<file path="src/common/pu_cfg.svh">
`ifndef PU_CFG_SVH
`define PU_CFG_SVH

// node address layout with k in the top bits
`define PU_ADDRESS_WIDTH 18
`define PU_COORD_WIDTH 6
`define PU_K_WIDTH (`PU_ADDRESS_WIDTH - 2 * `PU_COORD_WIDTH)

// link counts of one processing unit
`define PU_NEIGHBOR_COUNT 6
`define PU_DIRECT_CHANNEL_COUNT 3

// code distance along j
`define PU_CODE_DISTANCE_Z 12

// boundary costs that fit in two bits
`define PU_BOUNDARY_WIDTH 2
`define PU_BOUNDARY_COST_Z 2
`define PU_BOUNDARY_COST_UD 2

`endif

</file>
<file path="src/common/pu_pkg.sv">
`include "pu_cfg.svh"

package pu_pkg;

    // stage code driven by the decoder controller
    typedef enum logic [2:0] {
        stage_idle                = 3'd0,
        stage_spread_cluster      = 3'd1,
        stage_grow_boundary       = 3'd2,
        stage_sync_is_odd_cluster = 3'd3,
        stage_measurement_loading = 3'd4
    } stage_e;

    // flat view for root compare, coordinate view for boundary checks
    typedef union packed {
        logic [`PU_ADDRESS_WIDTH-1:0] flat;
        struct packed {
            logic [`PU_K_WIDTH-1:0]     k;
            logic [`PU_COORD_WIDTH-1:0] i;
            logic [`PU_COORD_WIDTH-1:0] j;
        } coord;
    } pu_address_u;

    typedef struct packed {
        pu_address_u receiver;
        logic        is_odd_cardinality;
        logic        is_touching_boundary;
    } direct_msg_t;

    // address of the unit sitting at (i, j, k)
    function automatic pu_address_u pu_make_address(input int i, input int j, input int k);
        pu_address_u a;
        a.coord.k = k[`PU_K_WIDTH-1:0];
        a.coord.i = i[`PU_COORD_WIDTH-1:0];
        a.coord.j = j[`PU_COORD_WIDTH-1:0];
        return a;
    endfunction

endpackage

</file>
<file path="src/cluster/cluster_parity.sv">
`timescale 1ns/100ps
`include "pu_cfg.svh"

module cluster_parity import pu_pkg::*; #(
    parameter int POS_I = 0,
    parameter int POS_J = 0,
    parameter int POS_K = 0
) (
    input  logic                                        clk,
    input  logic                                        reset,
    input  stage_e                                      stage,
    input  logic                                        first_sync,
    input  logic                                        init_is_error_syndrome,
    input  direct_msg_t [`PU_DIRECT_CHANNEL_COUNT-1:0]  direct_in_data,
    input  logic [`PU_DIRECT_CHANNEL_COUNT-1:0]         direct_in_valid,
    input  logic [`PU_NEIGHBOR_COUNT-1:0]               neighbor_is_odd_cluster,
    input  pu_address_u                                 updated_root,
    input  pu_address_u                                 new_root,
    input  logic                                        root_changing,
    input  logic                                        boundary_reached,
    output logic [`PU_DIRECT_CHANNEL_COUNT-1:0]         direct_in_taken,
    output logic                                        is_error_syndrome,
    output logic                                        is_odd_cardinality,
    output logic                                        is_touching_boundary,
    output logic                                        is_odd_cluster,
    output logic                                        broadcast_pending,
    output logic                                        msg_generate,
    output direct_msg_t                                 msg_data
);

    pu_address_u                         self_addr;
    logic                                is_spread;
    logic [`PU_DIRECT_CHANNEL_COUNT-1:0] in_odd;
    logic [`PU_DIRECT_CHANNEL_COUNT-1:0] in_touch;
    logic                                updated_touching;
    logic                                updated_odd_card;
    logic                                myself_odd;
    logic                                any_neighbor_odd;

    assign self_addr = pu_make_address(POS_I, POS_J, POS_K);
    assign is_spread = (stage == stage_spread_cluster);

    // take only messages addressed here while the rest wait on their channel
    always_comb begin
        for (int n = 0; n < `PU_DIRECT_CHANNEL_COUNT; n++) begin
            direct_in_taken[n] = is_spread && direct_in_valid[n]
                                 && (direct_in_data[n].receiver.flat == self_addr.flat);
            in_odd[n]   = direct_in_data[n].is_odd_cardinality;
            in_touch[n] = direct_in_data[n].is_touching_boundary;
        end
    end

    assign updated_odd_card = is_odd_cardinality ^ (^(direct_in_taken & in_odd));
    assign updated_touching = is_touching_boundary | boundary_reached
                              | (|(direct_in_taken & in_touch));

    // tell the new root about our syndrome or a fresh boundary contact
    assign msg_generate = is_spread && (new_root.flat != self_addr.flat)
                          && ((root_changing && is_error_syndrome)
                              || (updated_touching != is_touching_boundary));
    assign msg_data.receiver             = new_root;
    assign msg_data.is_odd_cardinality   = root_changing && is_error_syndrome;
    assign msg_data.is_touching_boundary = updated_touching;

    // only a root that is odd and off the boundary seeds the broadcast
    assign myself_odd = (updated_root.flat == self_addr.flat) && !is_touching_boundary
                        && is_odd_cardinality;
    assign any_neighbor_odd = |neighbor_is_odd_cluster;
    assign broadcast_pending = (stage == stage_sync_is_odd_cluster)
                               && (first_sync ? myself_odd
                                              : (any_neighbor_odd && !is_odd_cluster));

    always_ff @(posedge clk) begin
        if (reset) begin
            is_error_syndrome    <= 1'b0;
            is_odd_cardinality   <= 1'b0;
            is_touching_boundary <= 1'b0;
            is_odd_cluster       <= 1'b0;
        end else begin
            case (stage)
                stage_measurement_loading: begin
                    is_error_syndrome    <= init_is_error_syndrome;
                    is_odd_cardinality   <= init_is_error_syndrome;
                    is_odd_cluster       <= init_is_error_syndrome;
                    is_touching_boundary <= 1'b0;
                end
                stage_spread_cluster: begin
                    is_odd_cardinality   <= updated_odd_card;
                    is_touching_boundary <= updated_touching;
                end
                stage_sync_is_odd_cluster: begin
                    if (first_sync)
                        is_odd_cluster <= myself_odd;
                    else
                        is_odd_cluster <= is_odd_cluster | any_neighbor_odd;   // flood outward
                end
                default: begin
                end
            endcase
        end
    end

endmodule

</file>
<file path="src/cluster/root_election.sv">
`timescale 1ns/100ps
`include "pu_cfg.svh"

module root_election import pu_pkg::*; #(
    parameter int POS_I = 0,
    parameter int POS_J = 0,
    parameter int POS_K = 0
) (
    input  logic                                       clk,
    input  logic                                       reset,
    input  stage_e                                     stage,
    input  logic                                       first_sync,
    input  logic [`PU_NEIGHBOR_COUNT-1:0]              neighbor_is_fully_grown,
    input  pu_address_u [`PU_NEIGHBOR_COUNT-1:0]       neighbor_roots,
    output pu_address_u                                updated_root,
    output pu_address_u                                old_root,
    output pu_address_u                                new_root,
    output logic                                       root_changing
);

    pu_address_u self_addr;

    assign self_addr = pu_make_address(POS_I, POS_J, POS_K);

    // smallest root among own root and the fully grown neighbors
    always_comb begin
        new_root = updated_root;
        for (int n = 0; n < `PU_NEIGHBOR_COUNT; n++) begin
            if (neighbor_is_fully_grown[n] && (neighbor_roots[n].flat < new_root.flat))
                new_root = neighbor_roots[n];
        end
    end

    assign root_changing = (stage == stage_spread_cluster)
                           && (new_root.flat != updated_root.flat);

    always_ff @(posedge clk) begin
        if (reset) begin
            updated_root <= self_addr;
            old_root     <= self_addr;
        end else begin
            case (stage)
                stage_measurement_loading: begin
                    updated_root <= self_addr;   // every unit starts as its own root
                    old_root     <= self_addr;
                end
                stage_spread_cluster: begin
                    updated_root <= new_root;
                end
                stage_sync_is_odd_cluster: begin
                    if (first_sync)
                        old_root <= updated_root;   // published to neighbors from here on
                end
                default: begin
                end
            endcase
        end
    end

endmodule

</file>
<file path="src/boundary_growth.sv">
`timescale 1ns/100ps
`include "pu_cfg.svh"

module boundary_growth import pu_pkg::*; #(
    parameter int POS_I = 0,
    parameter int POS_J = 0,
    parameter int POS_K = 0
) (
    input  logic   clk,
    input  logic   reset,
    input  stage_e stage,
    input  logic   first_grow,
    input  logic   is_odd_cluster,
    output logic   boundary_reached
);

    localparam int BW = `PU_BOUNDARY_WIDTH;

    pu_address_u          self_addr;
    logic [1:0]           has_boundary;   // [0] z, [1] up-down
    logic [1:0][BW-1:0]   cost;
    logic [1:0][BW-1:0]   grown;
    logic [1:0]           at_cost;

    assign self_addr = pu_make_address(POS_I, POS_J, POS_K);

    // z boundary on both j edges, up-down boundary on the first round only
    assign has_boundary[0] = (self_addr.coord.j == 0)
                             || (self_addr.coord.j == `PU_CODE_DISTANCE_Z - 1);
    assign has_boundary[1] = (self_addr.coord.k == 0);

    assign cost[0] = BW'(`PU_BOUNDARY_COST_Z);
    assign cost[1] = BW'(`PU_BOUNDARY_COST_UD);

    always_ff @(posedge clk) begin
        if (reset) begin
            grown <= '0;
        end else if (stage == stage_measurement_loading) begin
            grown <= '0;
        end else if (first_grow && is_odd_cluster) begin
            for (int n = 0; n < 2; n++) begin
                if (has_boundary[n] && (grown[n] < cost[n]))
                    grown[n] <= grown[n] + 1'b1;   // saturates at cost
            end
        end
    end

    always_comb begin
        for (int n = 0; n < 2; n++)
            at_cost[n] = has_boundary[n] && (grown[n] == cost[n]);
    end

    assign boundary_reached = |at_cost;

endmodule

</file>
<file path="src/direct_message_out.sv">
`timescale 1ns/100ps
`include "pu_cfg.svh"

module direct_message_out import pu_pkg::*; (
    input  logic        clk,
    input  logic        reset,
    input  stage_e      stage,
    input  logic        msg_generate,
    input  direct_msg_t msg_data,
    input  logic        direct_out_full,
    output direct_msg_t direct_out_data,
    output logic        direct_out_valid,
    output logic        out_pending
);

    direct_msg_t stored_msg;
    logic        pending;

    // a newer message replaces one still waiting
    always_ff @(posedge clk) begin
        if (msg_generate)
            stored_msg <= msg_data;
    end

    always_ff @(posedge clk) begin
        if (reset) begin
            pending <= 1'b0;
        end else if (stage == stage_measurement_loading) begin
            pending <= 1'b0;
        end else if (msg_generate) begin
            pending <= 1'b1;
        end else if (direct_out_valid && !direct_out_full) begin
            pending <= 1'b0;   // channel accepted it
        end
    end

    assign direct_out_valid = pending && (stage == stage_spread_cluster);
    assign direct_out_data  = stored_msg;
    assign out_pending      = pending;

endmodule

</file>
<file path="src/processing_unit.sv">
`timescale 1ns/100ps
`include "pu_cfg.svh"

module processing_unit import pu_pkg::*; #(
    parameter int POS_I = 0,
    parameter int POS_J = 0,
    parameter int POS_K = 0
) (
    input  logic                                        clk,
    input  logic                                        reset,
    input  logic                                        init_is_error_syndrome,
    input  stage_e                                      stage_in,
    input  logic [`PU_NEIGHBOR_COUNT-1:0]               neighbor_is_fully_grown,
    input  logic [`PU_NEIGHBOR_COUNT-1:0]               neighbor_is_odd_cluster,
    input  pu_address_u [`PU_NEIGHBOR_COUNT-1:0]        neighbor_roots,
    input  direct_msg_t [`PU_DIRECT_CHANNEL_COUNT-1:0]  direct_in_data,
    input  logic [`PU_DIRECT_CHANNEL_COUNT-1:0]         direct_in_valid,
    input  logic                                        direct_out_full,
    output logic                                        neighbor_increase,
    output logic [`PU_DIRECT_CHANNEL_COUNT-1:0]         direct_in_taken,
    output direct_msg_t                                 direct_out_data,
    output logic                                        direct_out_valid,
    output pu_address_u                                 old_root,
    output pu_address_u                                 updated_root,
    output logic                                        is_error_syndrome,
    output logic                                        is_odd_cluster,
    output logic                                        is_touching_boundary,
    output logic                                        is_odd_cardinality,
    output logic                                        is_processing
);

    stage_e      stage;
    logic        first_grow, first_sync;
    logic        root_changing, broadcast_pending, out_pending;
    logic        boundary_reached, msg_generate;
    pu_address_u new_root;
    direct_msg_t msg_data;

    // grow trigger toward the neighbor links once per grow stage
    assign neighbor_increase = first_grow & is_odd_cluster;

    stage_tracker u_stage_tracker (
        .clk, .reset, .stage_in, .root_changing, .broadcast_pending,
        .direct_in_valid, .out_pending,
        .stage, .first_grow, .first_sync, .is_processing
    );

    boundary_growth #(.POS_I(POS_I), .POS_J(POS_J), .POS_K(POS_K)) u_boundary_growth (
        .clk, .reset, .stage, .first_grow, .is_odd_cluster, .boundary_reached
    );

    root_election #(.POS_I(POS_I), .POS_J(POS_J), .POS_K(POS_K)) u_root_election (
        .clk, .reset, .stage, .first_sync, .neighbor_is_fully_grown, .neighbor_roots,
        .updated_root, .old_root, .new_root, .root_changing
    );

    cluster_parity #(.POS_I(POS_I), .POS_J(POS_J), .POS_K(POS_K)) u_cluster_parity (
        .clk, .reset, .stage, .first_sync, .init_is_error_syndrome,
        .direct_in_data, .direct_in_valid, .neighbor_is_odd_cluster,
        .updated_root, .new_root, .root_changing, .boundary_reached,
        .direct_in_taken, .is_error_syndrome, .is_odd_cardinality,
        .is_touching_boundary, .is_odd_cluster, .broadcast_pending,
        .msg_generate, .msg_data
    );

    direct_message_out u_direct_message_out (
        .clk, .reset, .stage, .msg_generate, .msg_data, .direct_out_full,
        .direct_out_data, .direct_out_valid, .out_pending
    );

endmodule

</file>
<file path="src/stage_tracker.sv">
`timescale 1ns/100ps
`include "pu_cfg.svh"

module stage_tracker import pu_pkg::*; (
    input  logic                                clk,
    input  logic                                reset,
    input  stage_e                              stage_in,
    input  logic                                root_changing,
    input  logic                                broadcast_pending,
    input  logic [`PU_DIRECT_CHANNEL_COUNT-1:0] direct_in_valid,
    input  logic                                out_pending,
    output stage_e                              stage,
    output logic                                first_grow,
    output logic                                first_sync,
    output logic                                is_processing
);

    stage_e last_stage;
    logic   activity;
    logic   activity_d;   // activity held one more cycle

    always_ff @(posedge clk) begin
        if (reset) begin
            stage      <= stage_idle;
            last_stage <= stage_idle;
            activity_d <= 1'b0;
        end else begin
            stage      <= stage_in;
            // after loading, whatever stage comes next counts as new
            last_stage <= (stage == stage_measurement_loading) ? stage_idle : stage;
            activity_d <= activity;
        end
    end

    // single cycle strobes on stage entry
    assign first_grow = (stage == stage_grow_boundary) && (last_stage != stage_grow_boundary);
    assign first_sync = (stage == stage_sync_is_odd_cluster)
                        && (last_stage != stage_sync_is_odd_cluster);

    assign activity = root_changing | broadcast_pending;   // neighbors will see a change

    // busy while anything may still move in this unit or on its channels
    assign is_processing = activity | activity_d | (|direct_in_valid) | out_pending;

endmodule
</file>
<file path="config.mk">
export PLATFORM = sky130hd
export DESIGN_NAME = processing_unit
export DESIGN_NICKNAME = d
export VERILOG_FILES = /design/src/common/pu_pkg.sv /design/src/cluster/cluster_parity.sv /design/src/cluster/root_election.sv /design/src/boundary_growth.sv /design/src/direct_message_out.sv /design/src/processing_unit.sv /design/src/stage_tracker.sv
export VERILOG_INCLUDE_DIRS = /design/src /design/src/common
export SDC_FILE = /design/constraint.sdc
export NUM_CORES = 1
export LEC_CHECK = 0
export BUFFER_PORTS_ARGS = -buffer_cell sky130_fd_sc_hd__buf_2
export CORE_MARGIN = 4
export CORE_UTILIZATION = 47
export DETAILED_ROUTE_END_ITERATION = 7
export PLACE_DENSITY = 0.78
export SETUP_SLACK_MARGIN = 0.1
export SYNTH_ARGS = -nofsm -noshare
export SYNTH_HDL_FRONTEND = slang
export SYNTH_SLANG_ARGS = --single-unit
</file>
<file path="constraint.sdc">
create_clock -name clk -period 16.5 [get_ports clk]
set_input_delay 0 -clock clk [delete_from_list [all_inputs] [get_ports clk]]
set_output_delay 0 -clock clk [all_outputs]
set_load 0.005 [all_outputs]
</file>
# ---- Yosys cells after proc, flatten, opt, wreduce, memory -nomap -nowiden
# Index checks and enable logic that the tools add are counted.
dict set report word_totals {
  out_inout_bits 66
  latchBits 0
  rom_bits 0
  mem_bits_rw 0
  n_memories 0
  ff_bits 72
  in_bits 190
  wordCells 109
}
dict set report classes {
  order_cmp 8
  add_sub_neg 2
  muxes 16
  n_eq_ne 11
  shifts 0
  bitwise_logic 11
  div 0
  reduce_logical 46
  multipliers 0
}
# operator n
set ops {}
lappend ops {{two-way mux 18 bit} 7}
lappend ops {{less-than comparator 18 bit} 6}
lappend ops {{zero test 18 bit} 4}
lappend ops {{case mux 18 bit (2 select lines)} 2}
lappend ops {{logical AND 1 bit} 25}
lappend ops {{!= test 18 bit} 1}
lappend ops {{nonzero test 18 bit} 1}
lappend ops {{bitwise OR 1 bit} 7}
lappend ops {{bitwise AND 3 bit} 2}
lappend ops {{== test 3 x 2 -> 1 bit, second input constant} 2}
lappend ops {{!= test 3 x 2 -> 1 bit, second input constant} 2}
lappend ops {{case mux 1 bit (2 select lines)} 3}
lappend ops {{AND reduction 2 bit} 3}
lappend ops {{nonzero test 2 bit} 3}
lappend ops {{OR reduction 3 bit} 2}
lappend ops {{OR reduction 6 bit} 1}
lappend ops {{adder 2 x 1 -> 2 bit, second input constant} 2}
lappend ops {{== test 2 bit, second input constant} 2}
lappend ops {{less-than comparator 2 bit, second input constant} 2}
lappend ops {{two-way mux 1 bit} 4}
lappend ops {{OR reduction 2 bit} 2}
lappend ops {{== test 3 x 1 -> 1 bit, second input constant} 1}
lappend ops {{== test 3 bit, second input constant} 1}
lappend ops {{zero test 1 bit} 3}
lappend ops {{6 further kinds} 6}

# ---- Longest topological paths before layout
# Gate-level depths: netlist of run 1.
dict set report logic_depth {
  word_depth 24
  mapped_depth 88
  depth_no_buf 77
}

# ---- Hierarchy
# Synthesis of run 1 repeated with hierarchy kept, for this count alone.
dict set report hier_totals {
  cells_unflattened 978
  hier_area_um2 7714.9
}
# module area_each_um2 instances seq_area_each_um2 cells_per_inst
set modules_own_cells {}
lappend modules_own_cells {root_election 5831.8 1 720.7 799}
lappend modules_own_cells {cluster_parity 748.2 1 80.1 106}
lappend modules_own_cells {direct_message_out 675.6 1 620.6 27}
lappend modules_own_cells {stage_tracker 249.0 1 140.1 23}
lappend modules_own_cells {boundary_growth 203.9 1 80.1 22}
lappend modules_own_cells {processing_unit 6.3 1 0.0 1}

# ---- Least setup slack after synthesis of run 1
# OpenSTA, ideal clock, no wires.
dict set report synth_timing {
  kind {register to register}
  from {register u_root_election.updated_root[13] in the netlist's numbering}
  to {register u_direct_message_out.stored_msg, in the netlist u_direct_message_out.direct_out_data[0], enable pin}
  setup_ns 0.394
  path_stages_with_launch 81
  path_buffers 11
  arrival_time_ns 15.571
  period_less_slack_ns 15.966
  setup_slack_ns 0.534
  required_ns 16.106
  path_cell_list {dfxtp_1 -> clkbuf_1 -> inv_1 -> ha_1 -> a21oi_1 -> o22ai_1 -> or4b_1 -> buf_2 -> nor2_2 -> clkbuf_1 -> mux2i_1 -> ha_1 -> a211oi_1 -> nor2_1 -> a2111o_1 -> a2111oi_2 -> a31o_1 -> nand2_2 -> [45 not listed] -> a21o_1 -> a21o_1 -> a21oi_1 -> nor2b_1 -> o21ai_0 -> nand2b_1 -> a21oi_1 -> nor2b_1 -> nor3b_1 -> o21ai_0 -> a2111oi_4 -> a22oi_2 -> or4_1 -> o211ai_1 -> nand3b_1 -> or4_4 -> o2111ai_2 -> nand2_1}
}
dict set report synth_via {
  elab_chain_cells 23
  word_cells_on_any_way 25
  cone_classes {order compare (6); eq/ne (1); mux (6); reduce/logical (12)}
}
# element line_no
set synth_lines {}
lappend synth_lines {{start, declared} root_election.sv:15} ;# output pu_address_u updated_root,
lappend synth_lines {{start signal, assigned} root_election.sv:39} ;# updated_root <= self_addr;
lappend synth_lines {{start signal, assigned} root_election.sv:44} ;# updated_root <= self_addr;
lappend synth_lines {{start signal, assigned} root_election.sv:48} ;# updated_root <= new_root;
lappend synth_lines {{less-than comparator 18 bit} root_election.sv:29} ;# if (neighbor_is_fully_grown[n] && (neighbor_roots[n].flat < new_root.flat))
lappend synth_lines {{logical AND 1 bit} root_election.sv:29}
lappend synth_lines {{two-way mux 18 bit} root_election.sv:29}
lappend synth_lines {{less-than comparator 18 bit} root_election.sv:29}
lappend synth_lines {{logical AND 1 bit} root_election.sv:29}
lappend synth_lines {{two-way mux 18 bit} root_election.sv:29}
lappend synth_lines {{less-than comparator 18 bit} root_election.sv:29}
lappend synth_lines {{logical AND 1 bit} root_election.sv:29}
lappend synth_lines {{[8 not listed]} --}
lappend synth_lines {{logical AND 1 bit} root_election.sv:29}
lappend synth_lines {{two-way mux 18 bit} root_election.sv:29}
lappend synth_lines {{!= test 18 bit} root_election.sv:35} ;# && (new_root.flat != updated_root.flat);
lappend synth_lines {{logical AND 1 bit} root_election.sv:35}
lappend synth_lines {{logical AND 1 bit} cluster_parity.sv:59} ;# && ((root_changing && is_error_syndrome)
lappend synth_lines {{logical OR 1 bit} cluster_parity.sv:60} ;# || (updated_touching != is_touching_boundary));
lappend synth_lines {{logical AND 1 bit (*)} cluster_parity.sv:59}
lappend synth_lines {{named net msg_generate} processing_unit.sv:35} ;# logic boundary_reached, msg_generate;
lappend synth_lines {{end signal, assigned} direct_message_out.sv:22} ;# stored_msg <= msg_data;
lappend synth_lines {{end, declared} direct_message_out.sv:16} ;# direct_msg_t stored_msg;
# Mark *: on every way through the listed nets, which the timed path passes. The rest lies on a longest branch.
# A chain may end at the register's enable or synchronous reset.

# ---- Final worst setup path of run 1
dict set report layout_timing {
  from {register u_root_election.updated_root[13] in the netlist's numbering}
  to {register u_direct_message_out.stored_msg, in the netlist u_direct_message_out.direct_out_data[14], enable pin}
}
# Same word-level chain as after synthesis.

==> results of run 1 <==
## timing repair
action / in CTS / in global routing
hold endpoints to repair: 5 / 0
resized for setup: 3 / 44
setup endpoints to repair: 21 / 60
pin swaps: 0 / 7
buffers inserted: 0 / 10
hold buffers: 4 / 0
## per-stage QoR
stage	setup TNS [ps]	std cells	area (sq um)	setup WS, ps	hold slack (ps)
finish	0	1464	9720	1050	47.5
global route	0	1464	9720	42.4	51.7
CTS	0	1454	9510	134	35.9
detailed placement	-1130	1434	9140	-63.7	217
global placement	0	1434	9140	353	212
floorplan	0	975	7530	534	111
## kinds of logic after synthesis
family	after synthesis
muxes	54
DFF	72
and+or+nand+nor	343
buffers and inverters	134
adders and majority gates	95
AOI/OAI and AO/OA	262
xor gates and xnor gates	15
## worst paths after layout
| check | slack, ps | end | depth (start not counted) |
|---|---|---|---|
| setup reg to reg | 1050 | u_direct_message_out.direct_out_data[14] | 70 |
| setup / recovery | 1050 | u_direct_message_out.direct_out_data[14] | 70 |
| hold reg to reg | 450 | u_root_election.old_root[12] | 2 |
| hold / removal | 50 | u_direct_message_out.direct_out_data[0] | 3 |
## critical path: cells and delay by family (launching register included)
kind / cells / cell delay [ps]
compound gates: 32 / 6620
simple gates: 22 / 4670
fa+ha+maj: 6 / 1680
mux: 3 / 920
buf+inv: 7 / 800
flops: 1 / 420
## synth_stat cells (22+ instances only)
cell type | n | area share, %
a21oi_1 | 75 | 5.0
a22oi_1 | 22 | 2.2
clkbuf_1 | 37 | 1.8
dfxtp_1 | 52 | 14
ha_1 | 95 | 16
inv_1 | 86 | 4.3
mux2i_1 | 43 | 5.7
nand2_1 | 76 | 3.8
nand3_1 | 28 | 1.9
nor2_1 | 87 | 4.3
nor3_1 | 27 | 1.8
o21ai_0 | 57 | 3.8
## layout make-up
| cell class | count | area [sq um] |
|---|---|---|
| Inverter | 86 | 323 |
| Fill cell | 1492 | 6050 |
| Clock inverter | 5 | 62.6 |
| Sequential cell | 72 | 1650 |
| Multi-Input combinational cell | 769 | 5510 |
| Clock buffer | 11 | 254 |
| Tap cell | 216 | 270 |
| Timing Repair Buffer | 305 | 1660 |
## state kept, by name, indices dropped and copies added (netlist names)
signal                                 count
u_root_election.old_root                  18
u_cluster_parity.is_odd_cluster            1
u_direct_message_out.direct_out_data      20
u_cluster_parity.is_error_syndrome         1
u_cluster_parity.is_touching_boundary      1
u_direct_message_out.out_pending           1
u_root_election.updated_root              18
u_stage_tracker.stage                      3
u_cluster_parity.is_odd_cardinality        1
u_stage_tracker.last_stage                 3
u_boundary_growth.grown                    4
u_stage_tracker.activity_d                 1
## per-layer routing
| layer | part of all wire [%] | global-route usage, % | vias to the layer above | routed length, microns |
|---|---|---|---|---|
| met1 | 41 | 39.9 | 4012 | 11900 |
| met2 | 46 | 50.3 | 497 | 13600 |
| met4 | 3.4 | 9.79 | 0 | 1000 |
| li1 | - | - | 4119 | - |
| met3 | 9.3 | 6.59 | 95 | 2730 |
| met5 | 0 | 0 | - | 0 |
## power breakdown
group / internal [mW] / total (mW) / switching [mW]
Sequential: 0.203 / 0.210 / 0.00762
Clock: 0.127 / 0.203 / 0.0759
Combinational: 0.330 / 0.820 / 0.490
Total: 0.659 / 1.23 / 0.573
==> results.cfg, run 1 <==
[setup_path]
cp-startpoint = u_root_election.updated_root[13]
slowest_delay_ps = 560
start_kind = flip-flop
cpMaxStageDelayCell = or4b_4
crit_type = reg -> reg
endpoint_kind = flip-flop
r2r-start = u_root_election.updated_root[13]
crit_required_ps = 16570
cp_max_fo = 31
crit_arrival_ps = 15530

[floorplan]
die_x_microns = 135
design.die.area_sq_mm = 0.0181
fp.dieH_microns = 135
io-pin-count = 256
core_sq_mm = 0.0158
start_util_pct = 47.8
rows = 46

[layout]
nets = 1528
antenna_cells = 0
area_growth_syn_to_layout_pct = 29.0
mostFrequentLayoutCells = buf_2 (255), ha_1 (95), nor2_1 (86), inv_1 (86), nand2_1 (76)
drive_gt1_share_pct = 29.8
post-route-util_pct = 61.7
final_common_cell = buf_2

[sta]
setup-violations-final = 0
max_freq_mhz = 64.7
finalMaxSlewViolations = 0
skew_ps = 6.69
hold_viol_final = 0
worst_pin_slew_ps = 1090
slew_headroom_pct = 27.6
period_share_pct = 93.7
min_period_ps = 15450
rsz0062_at_grt = no

[min_path]
min_path_type = in -> reg
hp-start = direct_in_data[20]

[pwr]
vdd_ir_drop_max_mv = 0.0654
power_density_mw_per_mm2 = 127
p_leak_nw = 4.42
total_power_mw = 1.23

[drt]
route.detailed.drc = 0
totalWireLength_microns = 29300
vias = 8723
viasPerCell = 5.96
initialDrtViolationCount = 777
drt_first_pass_iters = 7
antenna_left = 0
wl_per_cell_microns = 20.0

[clock_network]
clock_sinks = 72
cts_buffers = 9
clockBufferDepth = 2
insertion_delay_ps = 340
cts-root-buf = clkbuf_16
cts_tree = yes
htree_levels = 3
path_clk_slew_ps = 60

[synth]
synth-xor-area-share_pct = 1.74
synthAdderAreaFrac_pct = 15.8
synth_top_family_by_area = compound AO/OA/AOI/OAI gates
syn_avg_cell_area_sq_um = 7.73
muxShareOfSynthArea_pct = 7.36
synth_ff_type = dfxtp_1
synth_area_sq_mm = 0.00753
synthDistinctLibCells = 78
async_flop_share_pct = 0
ys_ff_latch = 72
synth_nets = 1260
synth_compound_area_share_pct = 23.3
yosys.area_share.simple_pct = 23.0
synth_edf_count = 20
syn_inst = 975
yosysWarnings = 0
ys_seq_area_share_pct = 21.8

[global_route]
grt-ovfl-total = 0
grt_pass1_wl_microns = 43500
grt_antenna_before_repair = 0
grt_pass1_vias = 8126
grt_max_degree = 51
grt_usage_pct = 30.5

[place]
gp_congestion = 0.977
portBuffers = 255
dp_hpwl_microns = 23700

[run]
max-cap-violations = 0

[outcome]
outcome = finished, final reports clean
Note: power is estimated with default switching activity, not from simulation.
==> inputs of run 2 (changes only) <==
- SYNTH_HIERARCHICAL: not set -> 1
==> run 2 against run 1 <==
  * Utilization increased by 3.5 points
  * Clock power is 8% lower
  * Sequential power about the same
  * Sequential cell count stayed put
  * Synthesized cell count increased by 0.31%
  * First-iteration DRC count increased by 20%
  * Critical endpoint is now u_direct_message_out/out_pending
==> results.cfg, run 2 <==
[outcome]
outcome = finished, final reports clean

[global_route]
busiest_layer = met2
use_met3_pct = 5.63
grt_antenna_before_repair = 3
grt_pass1_wl_microns = 42500
grt-ovfl-total = 0
groute.layer.met1.usage_pct = 37.8
grt_pass1_vias = 8107
use_met2_pct = 49.9
grt_max_degree = 53
grt_usage_pct = 29.3

[setup_path]
crit_path_frequent_cell = a21o_1
crit_arrival_ps = 16200
cpMaxStageDelayCell = o41a_1
slowest_delay_ps = 510
cp_max_fo = 8
endpoint_kind = flip-flop
crit_required_ps = 16690
crit_type = reg -> reg
start_kind = flip-flop

[layout]
final_common_cell = buf_2
mostFrequentLayoutCells = buf_2 (255), ha_1 (93), nor2_1 (92)
area_growth_syn_to_layout_pct = 35.1
drive_gt1_share_pct = 36.7
nets = 1556
instances_no_fill = 1492
largest_reg_flops = 20

[synth]
syn_inst = 978
ys_ff_latch = 72
async_flop_share_pct = 0
synth_edf_count = 20
syn_avg_cell_area_sq_um = 7.89
synth_common_cells = ha_1 (97), nor2_1 (94), a21oi_1 (90)
synthDistinctLibCells = 96
synth_area_leaders = ha_1 (16%), dfxtp_1 (13%), edfxtp_1 (7.8%)
synth.largest_area_cell = ha_1
synth_area_sq_mm = 0.00771
synth_ff_type = dfxtp_1
synth.most_common_cell = ha_1
synth_nets = 1265
ys_seq_area_share_pct = 21.3
yosysWarnings = 6
synth_top_area_share_pct = 15.7

[place]
dp_hpwl_microns = 23200
place_ws_ps = -226
gp_congestion = 1.01
dp_cells = 1433
portBuffers = 255

[drt]
vias = 8982
drt_first_pass_iters = 6
viasPerCell = 6.02
initialDrtViolationCount = 931
antenna_left = 0
totalWireLength_microns = 29600
route.detailed.drc = 0
wl_per_cell_microns = 19.9

[pwr]
p_int_mw = 0.695
seq_power_share_pct = 16.3
power_density_mw_per_mm2 = 124
p_leak_nw = 4.67
clkPwrFrac_pct = 14.4
combPwrFrac_pct = 69.3
swShare_pct = 46.2
vdd_ir_drop_max_mv = 0.0777
power_switching_mw = 0.596

[floorplan]
fp.dieH_microns = 136
rows = 46
core_sq_mm = 0.0160
io-pin-count = 256
design.die.area_sq_mm = 0.0185
start_util_pct = 48.2
die_x_microns = 136

[sta]
fin_setup_tns_ps = 0
skew_ps = 4.28
min_period_ps = 16020
slew_headroom_pct = 38.2
layout_setup_ws_ps = 484
setup-violations-final = 0
holdWs_ps = 66.8
period_share_pct = 97.1
worst_pin_slew_ps = 928
max_freq_mhz = 62.4
hold_viol_final = 0
finalMaxSlewViolations = 0

[clock_network]
path_clk_slew_ps = 60
cts_tree = yes
cts_buffers = 9
cts-root-buf = clkbuf_16
clock_sinks = 72
htree_levels = 3
clockBufferDepth = 2
insertion_delay_ps = 330

[run]
max-cap-violations = 0

[min_path]
min_path_type = in -> reg
==> run 2: worst paths after layout <==
kind | startpoint | end | slack, ps | depth (start not counted)
setup / recovery | u_root_election/updated_root[3] | u_direct_message_out/out_pending | 480 | 78
hold / removal | neighbor_roots[101] | u_direct_message_out/direct_out_data[13] | 70 | 3
setup reg to reg | u_root_election/updated_root[3] | u_direct_message_out/out_pending | 480 | 78
hold reg to reg | u_root_election/old_root[16] | u_root_election/old_root[16] | 450 | 2
==> run 2: worst max-delay path, delay by kind of cell (launching register included) <==
kind                       cells  cell delay [ps]
adders and majority gates      6             1690
xor gates and xnor gates       1              120
DFF                            1              360
and+or+nand+nor               18             3230
buffers and inverters          5              440
AOI/OAI and AO/OA             43             8460
muxes                          5             1520
==> run 2: per-stage QoR <==
stage | power, mW | util [%] | instance area, sq um
after floorplan | 0.785 | - | 7940
after global placement | 0.959 | 58.9 | 9420
after detailed placement | 0.965 | 58.9 | 9420
after CTS | 1.16 | 61.1 | 9780
after global routing | 1.37 | 65.1 | 10400
final | 1.29 | 65.1 | 10400
==> run 2: power by group through the flow <==
stage / Combinational, mW / Clock, mW / Sequential, mW
2_1_floorplan: 0.571 / 0 / 0.215
3_3_place_gp: 0.746 / 0 / 0.213
3_5_place_dp: 0.751 / 0 / 0.213
4_1_cts: 0.761 / 0.187 / 0.209
5_1_grt: 0.961 / 0.197 / 0.211
6_report: 0.895 / 0.186 / 0.210
==> run 2: timing repair <==
item	in CTS	in global routing
hold buffers	4	0
gates cloned	1	5
pin swaps	2	35
gates resized for setup	2	93
endpoints found under the hold margin	4	0
setup endpoints to repair	22	24
setup buffers	3	28
==> run 2: cell families after synthesis <==
group | Yosys count | share of synthesized area (%)
xor gates and xnor gates | 21 | 2.56
muxes | 41 | 5.68
DFF | 72 | 21.3
AOI/OAI and AO/OA | 277 | 24.5
buffers and inverters | 128 | 7.35
and+or+nand+nor | 339 | 22.5
adders and majority gates | 100 | 16.1
==> run 2: per-layer routing <==
layer	share of wire (%)	vias to the layer above
li1	-	4186
met1	39	4177
met2	48	539
met3	9.6	78
met4	2.9	2
met5	0.044	-
==> run 2: area by class of cell <==
class                   count  area [sq um]
clock buffers               9           225
well taps                 216           270
repair buffers            329          1930
fillers                  1367          5580
diodes                      2          5.00
clock inverters             7          61.3
flip-flops and latches     72          1660
multi-input cells         782          5990
inverters                  75           282
==> inputs of run 3 (changes only) <==
- ABC_AREA: not set -> 1
- CORE_UTILIZATION: 47 -> 48
- PLACE_DENSITY: 0.78 -> 0.79
==> run 3 against run 2 <==
  * Die area up 4.5%
  * Combinational power shrank 33%
  * Sequential share of layout area increased by 0.59 points
  * Global-route usage down 0.40 points
  * Hold slack worse by 53 ps
  * Final cell count rose by 20%
  * Highest routed layer unchanged
==> results.cfg, run 3 <==
[synth]
synth_compound_area_share_pct = 12.3
synth.most_common_cell = nand2_1
synthAdderAreaFrac_pct = 14.7
synth_edf_count = 20
synth_area_sq_mm = 0.00826
synth_top_area_share_pct = 16.5
synth_nets = 1635
muxShareOfSynthArea_pct = 0
synth.largest_area_cell = nand2_1
yosys.area_share.simple_pct = 39.8
syn_inst = 1348
synthDistinctLibCells = 48
syn_avg_cell_area_sq_um = 6.12
synth_common_cells = nand2_1 (363), inv_1 (209), nand3_1 (127)
synth_top_family_by_area = simple AND/OR/NAND/NOR gates
yosysWarnings = 6
ys_ff_latch = 72
ys_seq_area_share_pct = 19.9
synth-xor-area-share_pct = 0.106
synth_area_leaders = nand2_1 (17%), ha_1 (15%), dfxtp_1 (13%)
synth_ff_type = dfxtp_1
async_flop_share_pct = 0

[global_route]
grt-ovfl-total = 0
grt_max_degree = 48
grt_usage_pct = 28.9
grt_pass1_wl_microns = 45200
grt_antenna_before_repair = 2
grt_pass1_vias = 8641

[setup_path]
endpoint_kind = flip-flop
cpMaxStageDelayCell = a31oi_2
crit_required_ps = 16520
crit_arrival_ps = 14760
crit_type = reg -> reg
crit_path_frequent_cell = nand2_1
slowest_delay_ps = 850
rrSetupSlack_ps = 1750
cp_max_fo = 32
start_kind = flip-flop

[clock_network]
cts_tree = yes
cts_hold_buf = 3
clockBufferDepth = 2
cts-root-buf = clkbuf_16
cts_buffers = 9
cts_resized = 0
path_clk_slew_ps = 60
post_cts_buffers = 0
insertion_delay_ps = 330
clock_sinks = 72
htree_levels = 3

[sta]
period_share_pct = 89.4
hold_viol_final = 0
max_freq_mhz = 67.8
min_period_ps = 14750
slew_headroom_pct = 16.5
finalMaxSlewViolations = 0
setup-violations-final = 0
worst_pin_slew_ps = 1250
skew_ps = 5.99
fin_setup_tns_ps = 0
rsz0062_at_grt = no
layout_setup_ws_ps = 1750

[pwr]
p_leak_nw = 5.15
vdd_ir_drop_max_mv = 0.0525
power_density_mw_per_mm2 = 104
total_power_mw = 1.03

[place]
portBuffers = 255
dp_cells = 1777
gp_congestion = 1.08
dp_hpwl_microns = 24900
place_ws_ps = 2040
placed_area_sq_mm = 0.00957

[layout]
instances_no_fill = 1796
n_fill_cell = 1602
mostFrequentLayoutCells = nand2_1 (363), buf_2 (255), inv_1 (209)
seq_area_sq_mm = 0.00164
area_growth_syn_to_layout_pct = 20.4
fin_area_sq_mm = 0.00994
drive_gt1_share_pct = 22.5
largest_reg_flops = 20
antenna_cells = 0
final_common_cell = nand2_1
nets = 1858
multiInputGateArea_sq_mm = 0.00554

[floorplan]
rows = 47
io-pin-count = 256
core_sq_mm = 0.0167
die_x_microns = 139
design.die.area_sq_mm = 0.0194
start_util_pct = 49.4
fp.dieH_microns = 139

[min_path]
min_path_type = in -> reg

[drt]
drt_first_pass_iters = 6
totalWireLength_microns = 29800
antenna_left = 0
initialDrtViolationCount = 913
route.detailed.drc = 0
vias = 9647
viasPerCell = 5.37
wl_per_cell_microns = 16.6

[run]
max-cap-violations = 0

[outcome]
outcome = finished, final reports clean
-- run 3: final timing paths --
kind                                               to  depth (start not counted)                        startpoint
max          u_direct_message_out/direct_out_data[14]                         67  u_root_election/updated_root[17]
min           u_direct_message_out/direct_out_data[0]                          3                direct_in_data[40]
max reg2reg  u_direct_message_out/direct_out_data[14]                         67  u_root_election/updated_root[17]
min reg2reg              u_root_election/old_root[10]                          2      u_root_election/old_root[10]
-- run 3: stage by stage --
stage | hold slack, ps | util (%)
4_1_cts | 3.17 | 59.5
2_1_floorplan | 62.4 | -
5_1_grt | 35.8 | 59.5
6_report | 13.4 | 59.5
3_5_place_dp | 212 | 57.3
3_3_place_gp | 202 | 57.3
-- run 3: kinds of logic after synthesis --
family	after synthesis
simple gates	725
buf+inv	266
compound gates	187
fa+ha+maj	97
flops	72
xor+xnor	1
-- run 3: cell type report --
| cell class | count | share of cell area, % |
|---|---|---|
| clock buffer | 10 | 2.52 |
| clock inverter | 6 | 0.894 |
| multi-input combinational | 1010 | 55.7 |
| sequential | 72 | 16.5 |
| timing repair buffer | 261 | 13.4 |
| inverter | 217 | 8.19 |
| tap | 220 | 2.77 |
-- run 3: report_power, final --
group	switching, mW	total, mW	internal (mW)
combinational	0.400	0.604	0.204
sequential	0.0134	0.210	0.196
clock	0.0758	0.218	0.142
-- run 3: per-layer routing --
metal  vias to the layer above  global-route usage [%]  wire (microns)
met2                       473                    49.2           14000
met4                         4                    6.02             516
met1                      4308                    38.0           12400
met3                        45                    5.76            2880
met5                         -                       0              26
li1                       4817                       -               -
-- run 3: critical path: cells and delay by family, from the launching register on --
kind / cells / cell delay, ps
AO/OA/AOI/OAI: 14 / 3970
adder cells (fa/ha/maj): 6 / 1950
buffers and inverters: 12 / 2640
AND/OR/NAND/NOR: 35 / 5190
flip-flops: 1 / 650
